**src/supervisor_consts.svh**
```systemverilog
`ifndef SUPERVISOR_CONSTS_SVH
`define SUPERVISOR_CONSTS_SVH

// console and option reset hold, in control clock cycles
`define SUP_HOLD_CYCLES 32000000

// top counter bits of the two glow generators
`define SUP_GLOW_SLOW_BIT 26
`define SUP_GLOW_FAST_BIT 22

// free counter bit that gates the blink
`define SUP_BLINK_BIT 24

`define SUP_COUNT_W 32

`endif

```
**src/supervisor_pkg.sv**
```systemverilog
`include "supervisor_consts.svh"

package supervisor_pkg;

    // one event count, as read on the register port
    typedef logic [`SUP_COUNT_W-1:0] event_count_t;

    // 0 clock-54 losses, 1 hdmi clock losses, 2 resyncs, 3 reads zero
    typedef logic [1:0] counter_index_t;

    typedef logic [31:0] hold_count_t;

    // codes 1 and 3 both mirror the option reset
    typedef enum logic [1:0] {
        led_status  = 2'd0,
        led_option  = 2'd1,
        led_console = 2'd2
    } led_mode_t;

    typedef enum logic [2:0] {
        src_off,
        src_on,
        src_slow_glow,
        src_fast_glow,
        src_blink
    } led_source_t;

endpackage

```
**src/board_supervisor.sv**
```systemverilog
`timescale 1ns/1ps

`include "supervisor_consts.svh"

module board_supervisor #(
    parameter int unsigned hold_cycles   = `SUP_HOLD_CYCLES,
    parameter int          glow_slow_bit = `SUP_GLOW_SLOW_BIT,
    parameter int          glow_fast_bit = `SUP_GLOW_FAST_BIT,
    parameter int          blink_bit     = `SUP_BLINK_BIT
) (
    input  logic                          control_clock,
    input  logic                          reset_dc,
    input  logic                          pll54_locked,
    input  logic                          pll_hdmi_locked,
    input  logic                          resync,
    input  logic                          force_generate,
    input  logic                          console_reset_req,
    input  logic                          option_reset_req,
    input  logic                          hdmi_tx_ready,
    input  supervisor_pkg::led_mode_t      led_mode,
    input  logic                          req_valid,
    input  logic                          rsp_ready,
    input  supervisor_pkg::counter_index_t req_index,
    output logic                          req_ready,
    output logic                          rsp_valid,
    output supervisor_pkg::event_count_t  rsp_data,
    output logic                          console_reset_held,
    output logic                          option_reset_held,
    output logic                          status_led
);

    logic pll54_lockloss;
    logic pll_hdmi_lockloss;
    logic resync_event;
    logic pll_hdmi_locked_sync;
    logic resync_sync;
    logic force_generate_sync;

    input_sync i_input_sync (
        .control_clock(control_clock),
        .reset_dc(reset_dc),
        .pll54_locked(pll54_locked),
        .pll_hdmi_locked(pll_hdmi_locked),
        .resync(resync),
        .force_generate(force_generate),
        .pll54_lockloss(pll54_lockloss),
        .pll_hdmi_lockloss(pll_hdmi_lockloss),
        .resync_event(resync_event),
        .pll_hdmi_locked_sync(pll_hdmi_locked_sync),
        .resync_sync(resync_sync),
        .force_generate_sync(force_generate_sync)
    );

    event_counters i_event_counters (
        .control_clock(control_clock),
        .reset_dc(reset_dc),
        .pll54_lockloss(pll54_lockloss),
        .pll_hdmi_lockloss(pll_hdmi_lockloss),
        .resync_event(resync_event),
        .req_valid(req_valid),
        .req_index(req_index),
        .rsp_ready(rsp_ready),
        .req_ready(req_ready),
        .rsp_valid(rsp_valid),
        .rsp_data(rsp_data)
    );

    ////////////////////
    // reset hold generators
    reset_hold #(
        .hold_cycles(hold_cycles)
    ) i_console_hold (
        .control_clock(control_clock),
        .reset_dc(reset_dc),
        .request(console_reset_req),
        .held(console_reset_held)
    );

    reset_hold #(
        .hold_cycles(hold_cycles)
    ) i_option_hold (
        .control_clock(control_clock),
        .reset_dc(reset_dc),
        .request(option_reset_req),
        .held(option_reset_held)
    );

    status_led #(
        .glow_slow_bit(glow_slow_bit),
        .glow_fast_bit(glow_fast_bit),
        .blink_bit(blink_bit)
    ) i_status_led (
        .control_clock(control_clock),
        .reset_dc(reset_dc),
        .led_mode(led_mode),
        .pll_hdmi_locked_sync(pll_hdmi_locked_sync),
        .resync_sync(resync_sync),
        .force_generate_sync(force_generate_sync),
        .hdmi_tx_ready(hdmi_tx_ready),
        .console_reset_held(console_reset_held),
        .option_reset_held(option_reset_held),
        .status_led(status_led)
    );

endmodule

```
**src/event_counters.sv**
```systemverilog
`timescale 1ns/1ps

module event_counters (
    input  logic                          control_clock,
    input  logic                          reset_dc,
    input  logic                          pll54_lockloss,
    input  logic                          pll_hdmi_lockloss,
    input  logic                          resync_event,
    input  logic                          req_valid,
    input  supervisor_pkg::counter_index_t req_index,
    input  logic                          rsp_ready,
    output logic                          req_ready,
    output logic                          rsp_valid,
    output supervisor_pkg::event_count_t  rsp_data
);

    import supervisor_pkg::*;

    event_count_t pll54_count;
    event_count_t pll_hdmi_count;
    event_count_t resync_count;
    event_count_t selected;
    logic         transfer;

    ////////////////////
    // event counts
    always_ff @(posedge control_clock) begin
        if (reset_dc) begin
            pll54_count    <= '0;
            pll_hdmi_count <= '0;
            resync_count   <= '0;
        end else begin
            if (pll54_lockloss) begin
                pll54_count <= pll54_count + 1'b1;
            end
            if (pll_hdmi_lockloss) begin
                pll_hdmi_count <= pll_hdmi_count + 1'b1;
            end
            if (resync_event) begin
                resync_count <= resync_count + 1'b1;
            end
        end
    end

    ////////////////////
    // read port
    // one read in flight, next request waits for the response to drain
    assign req_ready = ~rsp_valid;
    assign transfer  = req_valid & req_ready;

    always_comb begin
        case (req_index)
            2'd0:    selected = pll54_count;
            2'd1:    selected = pll_hdmi_count;
            2'd2:    selected = resync_count;
            default: selected = '0;
        endcase
    end

    always_ff @(posedge control_clock) begin
        if (reset_dc) begin
            rsp_valid <= 1'b0;
        end else if (transfer) begin
            rsp_valid <= 1'b1;
        end else if (rsp_ready) begin
            rsp_valid <= 1'b0;
        end
    end

    // count is captured at transfer time and held under back-pressure
    always_ff @(posedge control_clock) begin
        if (transfer) begin
            rsp_data <= selected;
        end
    end

endmodule

```
**src/input_sync.sv**
```systemverilog
`timescale 1ns/1ps

module input_sync (
    input  logic control_clock,
    input  logic reset_dc,
    input  logic pll54_locked,
    input  logic pll_hdmi_locked,
    input  logic resync,
    input  logic force_generate,
    output logic pll54_lockloss,
    output logic pll_hdmi_lockloss,
    output logic resync_event,
    output logic pll_hdmi_locked_sync,
    output logic resync_sync,
    output logic force_generate_sync
);

    // bit order: force_generate, resync, hdmi lock, 54 lock
    // locks start high so leaving reset is not a loss
    localparam logic [3:0] sync_init = 4'b0011;

    logic [3:0] async_in;
    logic [3:0] meta;
    logic [3:0] sync;
    logic [2:0] prev;

    assign async_in = {force_generate, resync, pll_hdmi_locked, pll54_locked};

    ////////////////////
    // two-flop synchronizers
    always_ff @(posedge control_clock) begin
        if (reset_dc) begin
            meta <= sync_init;
            sync <= sync_init;
        end else begin
            meta <= async_in;
            sync <= meta;
        end
    end

    ////////////////////
    // edge detectors, registered pulses
    always_ff @(posedge control_clock) begin
        if (reset_dc) begin
            prev              <= sync_init[2:0];
            pll54_lockloss    <= 1'b0;
            pll_hdmi_lockloss <= 1'b0;
            resync_event      <= 1'b0;
        end else begin
            prev              <= sync[2:0];
            pll54_lockloss    <= prev[0] & ~sync[0];
            pll_hdmi_lockloss <= prev[1] & ~sync[1];
            resync_event      <= ~prev[2] & sync[2];
        end
    end

    assign pll_hdmi_locked_sync = sync[1];
    assign resync_sync          = sync[2];
    assign force_generate_sync  = sync[3];

endmodule

```
**src/led_glow.sv**
```systemverilog
`timescale 1ns/1ps

`include "supervisor_consts.svh"

module led_glow #(
    parameter int top_bit = `SUP_GLOW_SLOW_BIT
) (
    input  logic control_clock,
    input  logic reset_dc,
    output logic glow
);

    logic [top_bit:0] count;
    logic [7:0]       level;
    logic [7:0]       brightness;

    // top bit picks ramp direction, the next 8 bits give the level
    assign level      = count[top_bit-1 -: 8];
    assign brightness = count[top_bit] ? level : ~level;

    always_ff @(posedge control_clock) begin
        if (reset_dc) begin
            count <= '0;
            glow  <= 1'b0;
        end else begin
            count <= count + 1'b1;
            // pwm against the low byte
            glow  <= brightness > count[7:0];
        end
    end

endmodule

```
**src/reset_hold.sv**
```systemverilog
`timescale 1ns/1ps

`include "supervisor_consts.svh"

module reset_hold #(
    parameter int unsigned hold_cycles = `SUP_HOLD_CYCLES
) (
    input  logic control_clock,
    input  logic reset_dc,
    input  logic request,
    output logic held
);

    import supervisor_pkg::*;

    localparam hold_count_t hold_last = hold_count_t'(hold_cycles);

    hold_count_t count;

    // request restarts the timer, release once it reaches hold_last
    always_ff @(posedge control_clock) begin
        if (reset_dc) begin
            count <= '0;
            held  <= 1'b0;
        end else if (request) begin
            count <= '0;
            held  <= 1'b1;
        end else if (held) begin
            count <= count + 1'b1;
            if (count == hold_last) begin
                held <= 1'b0;
            end
        end
    end

endmodule

```
**src/status_led.sv**
```systemverilog
`timescale 1ns/1ps

`include "supervisor_consts.svh"

module status_led #(
    parameter int glow_slow_bit = `SUP_GLOW_SLOW_BIT,
    parameter int glow_fast_bit = `SUP_GLOW_FAST_BIT,
    parameter int blink_bit     = `SUP_BLINK_BIT
) (
    input  logic                     control_clock,
    input  logic                     reset_dc,
    input  supervisor_pkg::led_mode_t led_mode,
    input  logic                     pll_hdmi_locked_sync,
    input  logic                     resync_sync,
    input  logic                     force_generate_sync,
    input  logic                     hdmi_tx_ready,
    input  logic                     console_reset_held,
    input  logic                     option_reset_held,
    output logic                     status_led
);

    import supervisor_pkg::*;

    logic             slow_glow;
    logic             fast_glow;
    logic [blink_bit:0] blink_count;
    led_source_t      source;
    logic             status_level;
    logic             led_next;

    led_glow #(
        .top_bit(glow_slow_bit)
    ) i_slow_glow (
        .control_clock(control_clock),
        .reset_dc(reset_dc),
        .glow(slow_glow)
    );

    led_glow #(
        .top_bit(glow_fast_bit)
    ) i_fast_glow (
        .control_clock(control_clock),
        .reset_dc(reset_dc),
        .glow(fast_glow)
    );

    ////////////////////
    // status mode source, highest priority first
    always_comb begin
        if (!pll_hdmi_locked_sync) begin
            source = src_on;
        end else if (resync_sync) begin
            source = src_fast_glow;
        end else if (force_generate_sync) begin
            source = src_blink;
        end else if (hdmi_tx_ready) begin
            source = src_off;
        end else begin
            source = src_slow_glow;
        end
    end

    always_comb begin
        case (source)
            src_off:       status_level = 1'b0;
            src_slow_glow: status_level = ~slow_glow;
            src_fast_glow: status_level = ~fast_glow;
            src_blink:     status_level = blink_count[blink_bit] ? ~fast_glow : 1'b1;
            default:       status_level = 1'b1;
        endcase
    end

    // console mirrors its hold, any other code mirrors the option hold
    always_comb begin
        case (led_mode)
            led_status:  led_next = status_level;
            led_console: led_next = ~console_reset_held;
            default:     led_next = ~option_reset_held;
        endcase
    end

    ////////////////////
    // blink counter and output register
    always_ff @(posedge control_clock) begin
        if (reset_dc) begin
            blink_count <= '0;
            status_led  <= 1'b1;
        end else begin
            blink_count <= blink_count + 1'b1;
            status_led  <= led_next;
        end
    end

endmodule

```
**config.mk**
```make
export PLATFORM = sky130hd
export DESIGN_NAME = board_supervisor
export DESIGN_NICKNAME = d
export VERILOG_FILES = /design/src/supervisor_pkg.sv /design/src/board_supervisor.sv /design/src/event_counters.sv /design/src/input_sync.sv /design/src/led_glow.sv /design/src/reset_hold.sv /design/src/status_led.sv
export VERILOG_INCLUDE_DIRS = /design/src
export SDC_FILE = /design/constraint.sdc
export NUM_CORES = 1
export LEC_CHECK = 0
export BUFFER_PORTS_ARGS = -buffer_cell sky130_fd_sc_hd__buf_2
export CORE_ASPECT_RATIO = 0.9
export CORE_UTILIZATION = 58
export CTS_BUF_LIST = sky130_fd_sc_hd__clkbuf_8
export CTS_CLUSTER_DIAMETER = 100
export DETAILED_ROUTE_END_ITERATION = 8
export GPL_TIMING_DRIVEN = 0
export PLACE_DENSITY_LB_ADDON = 0.25
export SYNTH_ARGS = -nofsm -noshare
export SYNTH_HDL_FRONTEND = slang
export SYNTH_SLANG_ARGS = --single-unit
```
**constraint.sdc**
```tcl
create_clock -name control_clock -period 2.6 [get_ports control_clock]
set_clock_uncertainty 0.1 [all_clocks]
set_input_delay 0.52 -clock control_clock [delete_from_list [all_inputs] [get_ports control_clock]]
set_output_delay 0.52 -clock control_clock [all_outputs]
set_load 0.02 [all_outputs]
```
==> results by group <==
Clocking
  – CTS Hold Bufs: 0
  – CTS buffer count: 46
  – CTS H-tree depth: 2
  – Post-CTS sizing: 0
  – Worst-path clk slew: 0.06 ns
  – CTS sink cnt: 287
  – TritonCTS clock tree: built
  – Root Buffer: clkbuf_8
  – Setup Fix Bufs, Post-CTS: 0
  – Clk buf depth: 3
  – Clk Latency, worst-skew pair: 0.55 ns

Yosys
  – Seq cells post-synth: 287
  – Register area share after synthesis: 46.64%
  – Cell area after synthesis: 0.01300 mm2
  – Fraction of registers with async set/reset: 0%
  – Syn Area/Cell: 8.969 um2
  – Synthesis Warnings: 0
  – Synth cell types: 40
  – Synth Instances: 1450
  – Number of synthesized flops with an enable pin: 32
  – Top FF cell, synth: dfxtp_1
  – Post-Syn Nets: 1491

GRT
  – Global-route usage over all layers: 24.53%
  – First-pass GRT wire length: 46.22 mm
  – Initial antenna violation count: 0
  – Overflow after GRT: 0
  – Vias in the first global route: 9640
  – Largest net degree at the start of global routing: 33

Critical path
  – CP Class: reg2reg
  – CP top delay family: simple AND/OR/NAND/NOR gates
  – Critical Path, Cell by Cell: ha_1 > inv_1 > nor4_1 > nand4_1 > xor2_1 > nor2_1
  – CP Data Required Time: 2.91 ns
  – Worst Path Buf+Inv: 1
  – Setup crit end kind: flip-flop
  – Arrival @ worst endpoint: 2.70 ns
  – Critical Path Max Stage Delay: 0.94 ns
  – Crit path max-delay cell type: nor4_1
  – Crit-path max FO: 7
  – Crit start category: flip-flop

Route
  – Routed vias: 10320
  – Drt pass-1 iters: 5
  – Wire per inst: 14.83 um
  – Met2 WL: 12.48 mm
  – WL final: 27.83 mm
  – WL met1: 13.02 mm
  – Wire length on met3: 1.638 mm
  – Top Layer Used: met4
  – DRC Markers: 0
  – Antenna-violating nets left: 0
  – Vias per Instance: 5.499
  – DR iter-0 viols: 697

Cells and area
  – Fin cells: 1876
  – Commonest cells after routing, fill and taps aside: 255 x dfxtp_1, 242 x nor2_1, 122 x xor2_1
  – Share of post-route cells with drive strength above 1: 8.707%
  – Antenna diode count: 0
  – Syn-to-layout area delta: 12.11%
  – Fin area: 0.01458 mm2
  – Final net count: 1589
  – Commonest non-fill, non-tap cell in the layout: dfxtp_1

Floorplan
  – Die Width: 159.8 um
  – Rows: 51
  – Chip Height: 144.1 um
  – Core ar.: 0.02182 mm2
  – IO Count: 52
  – Initial Util: 59.59%
  – Die area: 0.02303 mm2

Timing
  – Hold Violations, Final: 0
  – Setup tns final: 0 ns
  – Final slew viol count: 0
  – Crit path time final: 2.390 ns
  – Final worst slack: 0.2103 ns
  – Slew @ Worst Pin: 1.107 ns
  – Final setup fails: 0
  – Fmax: 418.5 MHz
  – Worst hold slack: 0.05261 ns
  – Unrepaired setup endpoints after global routing: false
  – Fin crit share: 91.91%
  – Slew headroom: 25.50%

Placement
  – Dpl cells: 1791
  – Routability Congestion: 0.8399
  – Placement Setup Slack: 0.05310 ns
  – Post-DP HPWL: 19.43 mm
  – Port buffer count: 50
  – Placed inst area: 0.01363 mm2

Run
  – Max-Cap Viols: 0

Pwr
  – VDD IR max: 463.4 uV
  – P_leak: 5.196 nW
  – Power Density: 603.1 mW/mm2

Run status
  – Outcome: finished clean

Hold path
  – Worst hold path type: in2reg
[sequential cells by signal, summed over array words and instances (netlist names), 3 cells and up]
register                         cells
i_input_sync.sync                    4
i_option_hold.count                 32
i_console_hold.count                32
i_event_counters.pll_hdmi_count     32
i_event_counters.pll54_count        32
i_status_led.i_fast_glow.count      23
i_status_led.blink_count            25
i_status_led.i_slow_glow.count      27
i_event_counters.resync_count       32
i_event_counters.rsp_data           32
i_input_sync.meta                    4
i_input_sync.prev                    3
[power by group]
part	leakage, nW	internal (mW)	switching [mW]
logic	2.26	0.0940	0.215
clock network	0.554	2.16	1.76
registers	2.38	4.53	0.0326
[metrics by stage]
stage                     util (%)  total power, mW
after CTS                    66.81            8.880
after global placement       62.41            4.964
after floorplan                  -            4.855
after detailed placement     62.44            4.970
final                        66.81            8.793
after global routing         66.81            9.115
[synthesized netlist by cell type (2+ instances only)]
cell type | instances | area (um2)
nand4_1 | 84 | 525.5
nor4b_1 | 8 | 70.07
o21ai_0 | 52 | 260.3
and3_1 | 33 | 206.5
edfxtp_1 | 32 | 960.9
nand4b_1 | 2 | 17.52
a21o_1 | 4 | 30.03
dfxtp_1 | 255 | 5105
nor2b_1 | 15 | 93.84
nor2_1 | 242 | 908.4
or2_2 | 9 | 56.30
nand2_1 | 102 | 382.9
inv_1 | 43 | 161.4
buf_1 | 2 | 7.510
xnor2_1 | 99 | 867.1
o21a_1 | 4 | 30.03
mux2i_1 | 37 | 370.4
a211oi_1 | 3 | 22.52
ha_1 | 26 | 325.3
nor4_2 | 2 | 25.02
o21bai_1 | 2 | 15.01
nor3_1 | 34 | 170.2
and4_1 | 24 | 210.2
nand3_1 | 74 | 370.4
a21oi_1 | 25 | 125.1
buf_2 | 2 | 10.01
and2_1 | 8 | 50.05
nor4_1 | 23 | 143.9
clkbuf_1 | 53 | 198.9
xor2_1 | 122 | 1069
or3_1 | 20 | 125.1
[final timing paths]
path / startpoint / to / slack [ns] / cells after the start
max reg2reg: i_status_led.blink_count[0] / i_status_led.blink_count[24] / 0.21 / 6
max: i_status_led.blink_count[0] / i_status_led.blink_count[24] / 0.21 / 6
min: rsp_ready / i_event_counters.rsp_valid / 0.05 / 2
min reg2reg: i_input_sync.prev[2] / i_input_sync.resync_event / 0.30 / 1
[logic make-up (layout without fill, tap and decap cells)]
logic type / count (synthesis) / count (layout) / synth area share [%]
flip-flops: 287 / 287 / 46.64
XOR/XNOR: 221 / 221 / 14.88
AO/OA/AOI/OAI: 92 / 92 / 3.839
buffers and inverters: 101 / 236 / 2.963
multiplexers: 37 / 37 / 2.848
adder cells (fa/ha/maj): 26 / 26 / 2.501
AND/OR/NAND/NOR: 686 / 686 / 26.32
[routing by layer]
metal / global-route usage, % / up-vias
met5: 0 / -
met4: 7.970 / 0
met3: 4.244 / 65
met2: 40.01 / 272
met1: 33.24 / 4806
li1: - / 5174
[area by class of cell]
class / count / area [um2]
clock inverters: 29 / 182.7
flip-flops and latches: 287 / 6066
well taps: 291 / 364.1
multi-input cells: 1062 / 6561
plain buffers: 58 / 224.0
inverters: 43 / 161.4
fillers: 1836 / 7243
repair buffers: 50 / 250.2
clock buffers: 56 / 770.7
Power figures use the tool's default switching activity.
